**src/hdl/cpuPkg.sv**
```systemverilog
// CPU decode package
// Encodings of the primary opcode, the R2 function code and the memory
// access size, plus the two instruction formats that the decode stage
// reads out of the same 40-bit word

`default_nettype none

package cpuPkg;

	// ========================================================================
	// Field types
	// ========================================================================

	// Width of the immediate field in the immediate format
	localparam int ImmW = 21;

	// Register numbers index a 64-entry file, register 0 always reads as zero
	typedef logic [5:0] regNum_t;

	// ========================================================================
	// Encodings
	// ========================================================================

	// Primary opcode in the low seven bits of every instruction
	// Codes that are not listed are undefined and decode as illegal
	typedef enum logic [6:0] {
		OP_SYS = 7'd0, OP_R2 = 7'd2,
		OP_ADDI = 7'd4, OP_SUBFI = 7'd5, OP_CMPI = 7'd6, OP_MULI = 7'd7,
		OP_ANDI = 7'd8, OP_ORI = 7'd9, OP_EORI = 7'd10, OP_SLTI = 7'd11,
		OP_DIVI = 7'd13,
		OP_SHIFT = 7'd16, OP_CSR = 7'd19, OP_MOV = 7'd20,
		// Loads, the unsigned forms sit on the odd codes
		OP_LDB = 7'd64, OP_LDBU = 7'd65, OP_LDW = 7'd66, OP_LDWU = 7'd67,
		OP_LDT = 7'd68, OP_LDTU = 7'd69, OP_LDO = 7'd70, OP_LDA = 7'd74,
		OP_LDX = 7'd79,
		// Stores
		OP_STB = 7'd80, OP_STW = 7'd81, OP_STT = 7'd82, OP_STO = 7'd83,
		OP_STX = 7'd87,
		// Prefixes, stack frame and system housekeeping
		OP_PFXA = 7'd112, OP_PFXB = 7'd113, OP_PFXC = 7'd114,
		OP_PUSH = 7'd116, OP_POP = 7'd117, OP_ENTER = 7'd118, OP_LEAVE = 7'd119,
		OP_ATOM = 7'd122, OP_FENCE = 7'd123, OP_NOP = 7'd127
	} opcode_t;

	// Function code of the R2 format, top seven bits of the word
	typedef enum logic [6:0] {
		FN_ADD = 7'd4, FN_CMP = 7'd5, FN_MUL = 7'd6, FN_DIV = 7'd7,
		FN_SUB = 7'd8, FN_MULU = 7'd14, FN_DIVU = 7'd15,
		FN_AND = 7'd16, FN_OR = 7'd17, FN_EOR = 7'd18, FN_ANDC = 7'd19,
		FN_NAND = 7'd20, FN_NOR = 7'd21, FN_ENOR = 7'd22, FN_ORC = 7'd23,
		// Set-on-condition group
		FN_SEQ = 7'd24, FN_SNE = 7'd25, FN_SLT = 7'd26, FN_SLE = 7'd27,
		FN_SLTU = 7'd28, FN_SLEU = 7'd29
	} func_t;

	// Access size of a load or store, byte up to octa (8 bytes)
	typedef enum logic [1:0] {
		SZ_BYTE = 2'd0,
		SZ_WYDE = 2'd1,
		SZ_TETRA = 2'd2,
		SZ_OCTA = 2'd3
	} memSize_t;

	// ========================================================================
	// Instruction formats
	// ========================================================================

	// Register format, fields listed from the top bit down
	typedef struct packed {
		func_t func;
		logic [1:0] resv;
		regNum_t rc;
		regNum_t rb;
		regNum_t ra;
		regNum_t rt;
		opcode_t opcode;
	} instrR2_t;

	// Immediate format, opcode Rt and Ra line up with the register format
	typedef struct packed {
		logic [ImmW-1:0] imm;
		regNum_t ra;
		regNum_t rt;
		opcode_t opcode;
	} instrImm_t;

	// One 40-bit word seen through either format
	typedef union packed {
		instrR2_t r2;
		instrImm_t imm;
	} instruction_t;

	// True when an R2 function code is one of the defined operations
	function automatic logic funcDefined(func_t fn);
		case (fn)
			FN_ADD, FN_CMP, FN_MUL, FN_DIV, FN_SUB, FN_MULU, FN_DIVU,
			FN_AND, FN_OR, FN_EOR, FN_ANDC, FN_NAND, FN_NOR, FN_ENOR, FN_ORC,
			FN_SEQ, FN_SNE, FN_SLT, FN_SLE, FN_SLTU, FN_SLEU:
				funcDefined = 1'b1;
			default:
				funcDefined = 1'b0;
		endcase
	endfunction

endpackage

`default_nettype wire
```
**src/hdl/decodeStage.sv**
```systemverilog
// Instruction decode stage
// Runs the ALU, memory, register and immediate decoders side by side on one
// 40-bit word and registers all their results behind the valid strobe, so
// a decoded word appears one clock after instrValid with a one-cycle decValid

`timescale 1ns/1ps
`default_nettype none

module decodeStage #(
	parameter int Xlen = 64
) (
	input  logic                 clk,
	input  logic                 rstN,
	input  logic                 instrValid,
	input  cpuPkg::instruction_t instr,
	output logic                 decValid,
	output logic                 isAlu,
	output logic                 isLoad,
	output logic                 isStore,
	output logic                 memSigned,
	output logic                 writesRt,
	output logic                 illegal,
	output cpuPkg::memSize_t     memSize,
	output cpuPkg::regNum_t      rt,
	output cpuPkg::regNum_t      ra,
	output cpuPkg::regNum_t      rb,
	output logic [Xlen-1:0]      imm
);
	import cpuPkg::*;

	// ========================================================================
	// Combinational decoders
	// ========================================================================

	logic isAluDec;
	logic isLoadDec;
	logic isStoreDec;
	logic memSignedDec;
	logic writesRtDec;
	logic illegalDec;
	memSize_t memSizeDec;
	regNum_t rtDec;
	regNum_t raDec;
	regNum_t rbDec;
	logic [Xlen-1:0] immDec;

	decodeAlu uAlu (
		.instr(instr),
		.isAlu(isAluDec)
	);

	decodeMem uMem (
		.instr(instr),
		.isLoad(isLoadDec),
		.isStore(isStoreDec),
		.memSize(memSizeDec),
		.memSigned(memSignedDec)
	);

	// Write enable needs the ALU and store class from the other two decoders
	decodeRegs uRegs (
		.instr(instr),
		.isAlu(isAluDec),
		.isStore(isStoreDec),
		.rt(rtDec),
		.ra(raDec),
		.rb(rbDec),
		.writesRt(writesRtDec),
		.illegal(illegalDec)
	);

	decodeImm #(
		.Xlen(Xlen)
	) uImm (
		.instr(instr),
		.imm(immDec)
	);

	// ========================================================================
	// Output register
	// ========================================================================

	// Results load on each strobe and hold until the next one
	always_ff @(posedge clk or negedge rstN)
	begin
		if (!rstN)
		begin
			decValid <= 1'b0;
			isAlu <= 1'b0;
			isLoad <= 1'b0;
			isStore <= 1'b0;
			memSigned <= 1'b0;
			writesRt <= 1'b0;
			illegal <= 1'b0;
			memSize <= SZ_BYTE;
			rt <= '0;
			ra <= '0;
			rb <= '0;
			imm <= '0;
		end
		else
		begin
			// One pulse per strobe, back-to-back strobes give back-to-back pulses
			decValid <= instrValid;
			if (instrValid)
			begin
				isAlu <= isAluDec;
				isLoad <= isLoadDec;
				isStore <= isStoreDec;
				memSigned <= memSignedDec;
				writesRt <= writesRtDec;
				illegal <= illegalDec;
				memSize <= memSizeDec;
				rt <= rtDec;
				ra <= raDec;
				rb <= rbDec;
				imm <= immDec;
			end
		end
	end

	// ========================================================================
	// Checks
	// ========================================================================

	// The load and store opcode groups do not overlap
	loadStoreExclusive: assert property (@(posedge clk) disable iff (!rstN)
		!(isLoad && isStore))
		else $error("decoded word is both a load and a store");

	// A pulse only ever follows a strobe by exactly one clock
	validFollowsStrobe: assert property (@(posedge clk) disable iff (!rstN)
		decValid |-> $past(instrValid))
		else $error("decValid without an instrValid in the previous cycle");

	// The register decoder and the ALU decoder must agree on undefined words
	illegalNotAlu: assert property (@(posedge clk) disable iff (!rstN)
		illegal |-> !isAlu)
		else $error("illegal instruction classified as ALU");

endmodule

`default_nettype wire

```
**src/hdl/decodeImm.sv**
```systemverilog
// Immediate decoder
// Extends the 21-bit immediate field to the machine width, by sign or by
// zero depending on the opcode, and gives zero where there is no immediate

`timescale 1ns/1ps
`default_nettype none

module decodeImm #(
	parameter int Xlen = 64
) (
	input  cpuPkg::instruction_t instr,
	output logic [Xlen-1:0]      imm
);
	import cpuPkg::*;

	logic [ImmW-1:0] field;
	logic signExt;
	logic zeroExt;

	assign field = instr.imm.imm;

	always_comb
	begin
		signExt = 1'b0;
		zeroExt = 1'b0;
		case (instr.imm.opcode)
			// Logic immediates take the field as an unsigned mask
			OP_ANDI, OP_ORI, OP_EORI:
				zeroExt = 1'b1;
			OP_ADDI, OP_SUBFI, OP_CMPI, OP_MULI, OP_DIVI, OP_SLTI:
				signExt = 1'b1;
			// Load and store displacements are signed
			OP_LDB, OP_LDBU, OP_LDW, OP_LDWU, OP_LDT, OP_LDTU,
			OP_LDO, OP_LDA, OP_LDX,
			OP_STB, OP_STW, OP_STT, OP_STO, OP_STX:
				signExt = 1'b1;
			OP_SHIFT, OP_CSR, OP_MOV, OP_ATOM:
				signExt = 1'b1;
			// R2 and everything else carries no immediate
			default:
				signExt = 1'b0;
		endcase
	end

	// Top bit of the field is replicated across the upper word for signed use
	assign imm = signExt ? {{(Xlen-ImmW){field[ImmW-1]}}, field} :
		zeroExt ? {{(Xlen-ImmW){1'b0}}, field} : '0;

endmodule

`default_nettype wire

```
**src/hdl/decodeRegs.sv**
```systemverilog
// Register field decoder
// Pulls the register numbers out of the word, decides whether the target
// register is written and flags undefined instructions

`timescale 1ns/1ps
`default_nettype none

module decodeRegs (
	input  cpuPkg::instruction_t instr,
	input  logic                 isAlu,
	input  logic                 isStore,
	output cpuPkg::regNum_t      rt,
	output cpuPkg::regNum_t      ra,
	output cpuPkg::regNum_t      rb,
	output logic                 writesRt,
	output logic                 illegal
);
	import cpuPkg::*;

	logic noWrite;
	logic opKnown;
	logic isR2;

	// Rt and Ra sit in the same place in both formats
	assign rt = instr.r2.rt;
	assign ra = instr.r2.ra;

	// The immediate format has no Rb, its bits belong to the immediate
	assign isR2 = (instr.r2.opcode == OP_R2);
	assign rb = isR2 ? instr.r2.rb : '0;

	always_comb
	begin
		noWrite = 1'b0;
		opKnown = 1'b1;
		case (instr.r2.opcode)
			// Opcodes that go through the ALU but leave Rt alone
			OP_NOP, OP_PFXA, OP_PFXB, OP_PFXC, OP_PUSH,
			OP_ENTER, OP_LEAVE, OP_ATOM, OP_FENCE:
				noWrite = 1'b1;
			OP_SYS, OP_R2, OP_ADDI, OP_SUBFI, OP_CMPI, OP_MULI, OP_DIVI,
			OP_ANDI, OP_ORI, OP_EORI, OP_SLTI, OP_SHIFT, OP_CSR, OP_MOV,
			OP_LDB, OP_LDBU, OP_LDW, OP_LDWU, OP_LDT, OP_LDTU, OP_LDO,
			OP_LDA, OP_LDX, OP_STB, OP_STW, OP_STT, OP_STO, OP_STX, OP_POP:
				opKnown = 1'b1;
			default:
				opKnown = 1'b0;
		endcase
	end

	// Writes to register 0 are dropped since it always reads as zero
	assign writesRt = isAlu && !isStore && !noWrite && (rt != '0);

	// An R2 word is also illegal when its function code is undefined
	assign illegal = !opKnown || (isR2 && !funcDefined(instr.r2.func));

endmodule

`default_nettype wire

```
**src/hdl/decodeMem.sv**
```systemverilog
// Memory access decoder
// Classifies loads and stores and reports the access size and whether a
// loaded value is sign-extended

`timescale 1ns/1ps
`default_nettype none

module decodeMem (
	input  cpuPkg::instruction_t instr,
	output logic                 isLoad,
	output logic                 isStore,
	output cpuPkg::memSize_t     memSize,
	output logic                 memSigned
);
	import cpuPkg::*;

	always_comb
	begin
		// Non-memory opcodes report an octa with both flags low
		isLoad = 1'b0;
		isStore = 1'b0;
		memSize = SZ_OCTA;
		memSigned = 1'b0;
		case (instr.r2.opcode)
			// Only the plain B, W and T loads sign-extend
			OP_LDB:
			begin
				isLoad = 1'b1;
				memSize = SZ_BYTE;
				memSigned = 1'b1;
			end
			OP_LDBU:
			begin
				isLoad = 1'b1;
				memSize = SZ_BYTE;
			end
			OP_LDW:
			begin
				isLoad = 1'b1;
				memSize = SZ_WYDE;
				memSigned = 1'b1;
			end
			OP_LDWU:
			begin
				isLoad = 1'b1;
				memSize = SZ_WYDE;
			end
			OP_LDT:
			begin
				isLoad = 1'b1;
				memSize = SZ_TETRA;
				memSigned = 1'b1;
			end
			OP_LDTU:
			begin
				isLoad = 1'b1;
				memSize = SZ_TETRA;
			end
			// Full-width loads, the address and indexed forms included
			OP_LDO, OP_LDA, OP_LDX:
				isLoad = 1'b1;
			OP_STB:
			begin
				isStore = 1'b1;
				memSize = SZ_BYTE;
			end
			OP_STW:
			begin
				isStore = 1'b1;
				memSize = SZ_WYDE;
			end
			OP_STT:
			begin
				isStore = 1'b1;
				memSize = SZ_TETRA;
			end
			OP_STO, OP_STX:
				isStore = 1'b1;
			default:
				isLoad = 1'b0;
		endcase
	end

endmodule

`default_nettype wire

```
**src/hdl/decodeAlu.sv**
```systemverilog
// ALU class decoder
// Flags every instruction that needs the integer ALU, which includes
// address generation for loads and stores and the stack frame helpers

`timescale 1ns/1ps
`default_nettype none

module decodeAlu (
	input  cpuPkg::instruction_t instr,
	output logic                 isAlu
);
	import cpuPkg::*;

	always_comb
	begin
		case (instr.r2.opcode)
			// System calls run outside the ALU
			OP_SYS:
				isAlu = 1'b0;
			// R2 operations depend on the function code
			OP_R2:
				isAlu = funcDefined(instr.r2.func);
			// Immediate arithmetic, logic and compare
			OP_ADDI, OP_SUBFI, OP_CMPI, OP_MULI, OP_DIVI,
			OP_ANDI, OP_ORI, OP_EORI, OP_SLTI:
				isAlu = 1'b1;
			OP_SHIFT, OP_CSR, OP_MOV:
				isAlu = 1'b1;
			// Loads need the adder for the effective address
			OP_LDB, OP_LDBU, OP_LDW, OP_LDWU, OP_LDT, OP_LDTU,
			OP_LDO, OP_LDA, OP_LDX:
				isAlu = 1'b1;
			// Stores likewise
			OP_STB, OP_STW, OP_STT, OP_STO, OP_STX:
				isAlu = 1'b1;
			// Prefixes and NOP pass through the ALU slot as no-ops
			OP_PFXA, OP_PFXB, OP_PFXC, OP_NOP:
				isAlu = 1'b1;
			// Stack pointer updates for frame handling
			OP_PUSH, OP_POP, OP_ENTER, OP_LEAVE:
				isAlu = 1'b1;
			OP_ATOM, OP_FENCE:
				isAlu = 1'b1;
			// anything else is an undefined opcode
			default:
				isAlu = 1'b0;
		endcase
	end

endmodule

`default_nettype wire

```
**config.mk**
```make
export PLATFORM = sky130hd
export DESIGN_NAME = decodeStage
export DESIGN_NICKNAME = d
export VERILOG_FILES = /design/src/hdl/cpuPkg.sv /design/src/hdl/decodeStage.sv /design/src/hdl/decodeImm.sv /design/src/hdl/decodeRegs.sv /design/src/hdl/decodeMem.sv /design/src/hdl/decodeAlu.sv
export SDC_FILE = /design/constraint.sdc
export NUM_CORES = 1
export LEC_CHECK = 0
export BUFFER_PORTS_ARGS = -buffer_cell sky130_fd_sc_hd__buf_2
export CAP_MARGIN = 20
export CORE_ASPECT_RATIO = 0.5
export CORE_MARGIN = 4
export CORE_UTILIZATION = 46
export DETAILED_ROUTE_END_ITERATION = 10
export PLACE_DENSITY = 0.88
export SLEW_MARGIN = 20
export SYNTH_ARGS = -nofsm -noshare
export SYNTH_HDL_FRONTEND = slang
export SYNTH_SLANG_ARGS = --single-unit
```
**constraint.sdc**
```tcl
create_clock -name clk -period 1.39 [get_ports clk]
set_input_delay 0.0695 -clock clk [delete_from_list [all_inputs] [get_ports clk]]
set_output_delay 0.0695 -clock clk [all_outputs]
set_load 0.02 [all_outputs]
```
---- Yosys cells after proc, flatten, opt, wreduce, memory -nomap -nowiden ----
Memory sizes are Yosys's and may differ from the RTL's.
Index checks and enable logic that the tools add are counted.
storage, ports and cells
  output and inout port bits .............. 91
  memories kept ........................... 2
  flip-flop bits (word level) ............. 91
  memory bits (read-only) ................. 64
  bits of input ports ..................... 43
  logic and storage cells ................. 88
memories
  memory           depth  width  read ports  clocked after Yosys merged registers in  write ports  RTL line      RTL
  (no name shown)  32     1      1           0                                        0            cpuPkg.sv:95  case (fn)
  (no name shown)  32     1      1           0                                        0            cpuPkg.sv:95
operators by class
  reductions and logical operators ........ 23
  equality and inequality tests ........... 37
  mux-type cells .......................... 14
operators by type and width
  cell                                                             count
  7-bit == test, second input constant                             24
  64-bit two-way mux                                               1
  38-bit OR reduction                                              1
  36-bit OR reduction                                              1
  7-bit by 4-bit == test with 1-bit output, second input constant  5
  7-bit by 3-bit == test with 1-bit output, second input constant  4
  24-bit OR reduction                                              1
  7-bit by 5-bit == test with 1-bit output, second input constant  3
  21-bit two-way mux                                               1
  9-bit OR reduction                                               2
  3-bit OR reduction                                               5
  1-bit two-way mux                                                9
  7-bit by 2-bit == test with 1-bit output, second input constant  1
  7-bit logical NOT                                                1
  6-bit two-way mux                                                1
  2-bit one-hot mux with 3 select lines                            1
  6-bit nonzero test                                               1
  5-bit OR reduction                                               1
  1-bit logical AND                                                4
  1-bit logical NOT                                                4
  2-bit logical NOT                                                1
  1-bit one-hot mux with 2 select lines                            1
  1-bit logical OR                                                 1

---- Logic depth before layout (Yosys ltp) ----
  word-level depth ........................ 7
  depth in mapped cells ................... 8
  gate-level depth less buffers ........... 5

---- Cells and area by module ----
From an unflattened synthesis, not the netlist that was laid out.
second synthesis, totals
  cells, all modules ...................... 411
  area total of the unflattened synthesis .. 5306.3 µm²
modules (own cells, without submodules)
  module       area each (µm²)  times used  sequential area each (µm²)  cells an instance
  decodeStage  3819.9           1           2277.2                      191
  decodeImm    703.2            1           0.0                         95
  decodeRegs   429.2            1           0.0                         68
  decodeAlu    250.2            1           0.0                         40
  decodeMem    103.8            1           0.0                         17

---- Least setup slack after synthesis ----
Ideal clock, no wire load.
  path kind ............................... input-to-reg
  from .................................... in instr[5] (netlist bit)
  to ...................................... reg isAlu
  path slack .............................. -294 ps
  library setup time ...................... 73 ps
  arrival ................................. 1611 ps
  required time ........................... 1317 ps
  path buffers ............................ 1
  cell stages on the path ................. 6
  cells stage by stage .................... buf_6 > or4_4 > or4b_4 > a2111oi_4 > nor3_1 > a21oi_2
on the way
  cells in the longest elaborated chain, start to end .. 3
RTL lines
  item                                                                    RTL line            RTL
  start, declared                                                         decodeStage.sv:15   input cpuPkg::instruction_t instr,
  7-bit by 3-bit == test with 1-bit output, or another cell as far along  decodeAlu.sv:16     case (instr.r2.opcode)
  36-bit OR reduction (no source line)                                    --
  1-bit one-hot mux with 2 select lines (*)                               decodeAlu.sv:16
  end signal, assigned                                                    decodeStage.sv:107  isAlu <= isAluDec;
  end, declared                                                           decodeStage.sv:17   output logic isAlu,
Mark *: on every way between the ends. The rest lies on a longest branch, timed or not.
A chain may end at the register's enable or synchronous reset.

---- Final worst setup path ----
  from .................................... in instr[2] (netlist bit)
  to ...................................... reg isAlu
The elaborated chain is that of the path after synthesis.

==> flow_summary.yaml <==
worst_setup_path:
  cp.arrival_ns: 1.67
  path_class: "primary input to flip-flop"
  reg2regPathDepth: 1
  worstPathMaxFanout: 2
  worst-endpoint-required_ns: 1.61
  crit_path_start_kind: "primary input"
  cp-end-kind: "flip-flop"
detailed_routing:
  ant_nets: 0
  wl_cell_um: 14.9
  firstDrtPassIters: 4
  routed_wl_um: 6700
  drcViolationCount: 0
  detailroute.via_count: 2243
  avgViaCountPerCell: 5.00
  first_iter_violations: 97
power:
  power.switching_fraction: 0.310
  power.leakage_nw: 1.85
  powerDensity_nw_per_um2: 1060
  power_frac_comb: 0.248
  switchingPower_mw: 1.15
  p_int_mw: 2.56
  reg_power_frac: 0.430
  power_mw: 3.71
  clock_power_share: 0.321
  ir_worst_vdd_v: 0.000665
worst_hold_path:
  hold-path-cell-count: 2
  min_path_type: "primary input to flip-flop"
clock_tree:
  clk_latency_ns: 0.28
  max-clock-path-buffers: 2
  path_clk_slew_ns: 0.07
  tritoncts.num_buffers: 5
  h_tree_levels: 2
  cts_tree: "done"
  clock-sinks: 49
  root_buffer: "sky130_fd_sc_hd__clkbuf_16"
synth:
  ys_seq_area_frac: 0.458
  synth.cell_area_um2: 2680
  netlist_top_cells_count: "49 x sky130_fd_sc_hd__dfrtp_1, 42 x sky130_fd_sc_hd__buf_4, 26 x sky130_fd_sc_hd__nor2_1"
  yosysMostFrequentCell: "sky130_fd_sc_hd__dfrtp_1"
  postSynth.topFlopCell: "sky130_fd_sc_hd__dfrtp_1"
  synth.ff_latch_count: 49
  synth_top_cells_by_area: "sky130_fd_sc_hd__dfrtp_1 46%, sky130_fd_sc_hd__buf_4 12%, sky130_fd_sc_hd__mux2_2 5.9%, sky130_fd_sc_hd__mux2i_1 5.2%, sky130_fd_sc_hd__nor2_1 3.6%"
  synth_area_leader_cell: "sky130_fd_sc_hd__dfrtp_1"
  cells_after_synth: 264
  syn-num-nets: 307
  yosysUniqueCellTypes: 44
  asyncSetResetFlopFracSynth: 1.00
  synth_top_area_share: 0.458
  synth-warning-count: 0
  syn_area_cell_um2: 10.1
  synth_edf_count: 0
grt:
  grt_max_degree: 45
  grt_antenna_before_repair: 0
  grt-ovfl-total: 0
  grt_pass1_wl_um: 10300
  first_global_vias: 2072
  groute.usage.overall: 0.179
place:
  detailed_place_hpwl_um: 4920
  dp_worst_setup_slack_ns: -0.378
  count_of_buffers_from_port_buffering: 133
  place_inst: 439
  gp_routability_congestion: 0.916
  placed_area_um2: 3310
timing:
  clock-skew-final_ns: 0
  final_min_period_over_clock_period: 1.05
  slew_headroom: 0.695
  slew_violations: 0
  fmaxAchievable_mhz: 686
  setup_slack_ns: -0.0675
  final-hold-violation-count: 0
  rsz0062_at_grt: "yes"
  period_minus_slack_ns: 1.46
  tightestPinTransition_ns: 0.458
  finalSetupViolCount: 2
floorplan:
  dieHeight_um: 62.0
  placement_rows: 19
  design.core.area_um2: 5560
  initial_core_util: 0.482
  floorplan.die.width_um: 116
  design.portCount: 134
  design.die.area_um2: 7180
finish:
  finished_layout_cell_area_um2: 3500
  num-nets-final: 418
  number_of_non_filler_instances_in_the_completed_layout: 449
  n_antenna_cell: 0
  finish.utilization: 0.629
  syn_to_final_growth_pct: 30.5
  layout-drive-gt1-share: 0.516
outcome:
  violations: "setup timing"
  status: "finished, violations left"
run:
  cap_violations: 0
==> cell usage in the layout (no fill, tap or decap), types with 2 or more instances in the layout <==
cell type,instances
sky130_fd_sc_hd__nand3_1,2
sky130_fd_sc_hd__nor2b_1,3
sky130_fd_sc_hd__nand3b_1,3
sky130_fd_sc_hd__inv_1,3
sky130_fd_sc_hd__o2bb2ai_1,7
sky130_fd_sc_hd__a221oi_1,2
sky130_fd_sc_hd__a21oi_1,12
sky130_fd_sc_hd__o21ai_0,6
sky130_fd_sc_hd__buf_12,3
sky130_fd_sc_hd__buf_4,27
sky130_fd_sc_hd__a211oi_1,2
sky130_fd_sc_hd__clkinvlp_4,2
sky130_fd_sc_hd__dfrtp_1,48
sky130_fd_sc_hd__a2111oi_4,2
sky130_fd_sc_hd__nor3_1,2
sky130_fd_sc_hd__nand2_1,23
sky130_fd_sc_hd__mux2_2,14
sky130_fd_sc_hd__mux2i_1,14
sky130_fd_sc_hd__buf_2,132
sky130_fd_sc_hd__nor4b_1,5
sky130_fd_sc_hd__a21boi_0,4
sky130_fd_sc_hd__clkbuf_16,5
sky130_fd_sc_hd__nor2_1,26
sky130_fd_sc_hd__nor3_2,2
sky130_fd_sc_hd__o2111ai_1,2
sky130_fd_sc_hd__o21ai_1,2
==> final cells by class <==
cell class	instances	area, µm²
clock inverters	2	15.0
inverters	3	11.3
multi-input cells	152	1080
clock buffers	6	129
well taps	73	91.3
fillers	475	2070
flip-flops and latches	49	1230
repair buffers	164	945
==> power by group through the flow <==
stage | logic (mW) | clock network [mW] | registers (mW)
floorplan | 0.471 | 0 | 1.76
global route | 0.996 | 1.27 | 1.61
finish | 0.922 | 1.19 | 1.60
detailed placement | 0.916 | 0 | 1.62
CTS | 0.932 | 1.21 | 1.60
global placement | 0.898 | 0 | 1.62
==> logic make-up (layout without fill, tap and decap cells) <==
logic type      Yosys count  after routing  share of synthesized area
buf+inv                  63            175                      0.151
compound gates           49             49                      0.140
flops                    49             49                      0.458
simple gates             75             75                      0.140
mux                      28             28                      0.111
==> state kept, by name, summed over array words and instances, names as in the netlist <==
register   cells
rt             6
isStore        1
decValid       1
isLoad         1
memSigned      1
imm           22
memSize        2
ra             6
rb             6
writesRt       1
illegal        1
isAlu          1
==> stage by stage <==
stage / TNS (ns) / hold slack [ns]
3_3_place_gp: -6.32 / 0.0390
3_5_place_dp: -6.65 / 0.0455
6_report: -0.100 / 0.0131
5_1_grt: -0.726 / 0.0170
4_1_cts: -0.0742 / 0.0122
2_1_floorplan: -3.73 / -0.226
==> routing by layer <==
| metal | share of wire | routed length, µm | up-vias | GRT usage |
|---|---|---|---|---|
| met5 | 0 | 0 | - | 0 |
| met4 | 0.0098 | 66 | 0 | 0.0314 |
| met1 | 0.42 | 2820 | 1073 | 0.231 |
| met3 | 0.046 | 307 | 6 | 0.0251 |
| li1 | - | - | 1106 | - |
| met2 | 0.52 | 3510 | 58 | 0.333 |
==> final timing paths <==
check,startpoint,endpoint,slack [ns]
setup / recovery,instr[2],isAlu$_DFFE_PN0P_,-0.07
max in group asynchronous,rstN,rt[1]$_DFFE_PN0P_,0.64
setup reg to reg,imm[62]$_DFFE_PN0P_,imm[62]$_DFFE_PN0P_,0.51
hold reg to reg,rb[1]$_DFFE_PN0P_,rb[1]$_DFFE_PN0P_,0.48
hold / removal,instr[16],ra[3]$_DFFE_PN0P_,0.01
min in group asynchronous,rstN,imm[1]$_DFFE_PN0P_,0.27
==> critical path, cell delays in order <==
cell	delay, ns
sky130_fd_sc_hd__buf_6	0.09
sky130_fd_sc_hd__or4_4	0.53
sky130_fd_sc_hd__or4b_4	0.51
sky130_fd_sc_hd__a2111oi_4	0.25
sky130_fd_sc_hd__nor3_2	0.08
sky130_fd_sc_hd__a21oi_2	0.14
==> repair_timing <==
| action | in CTS | in global routing |
|---|---|---|
| gates resized for setup | 3 | 2 |
| setup endpoints to repair | 3 | 64 |
| hold buffers | 1 | 0 |
| pin swaps | 0 | 0 |
| hold endpoints to repair | 17 | 0 |
| buffers inserted | 1 | 0 |
Power figures use the tool's default switching activity.
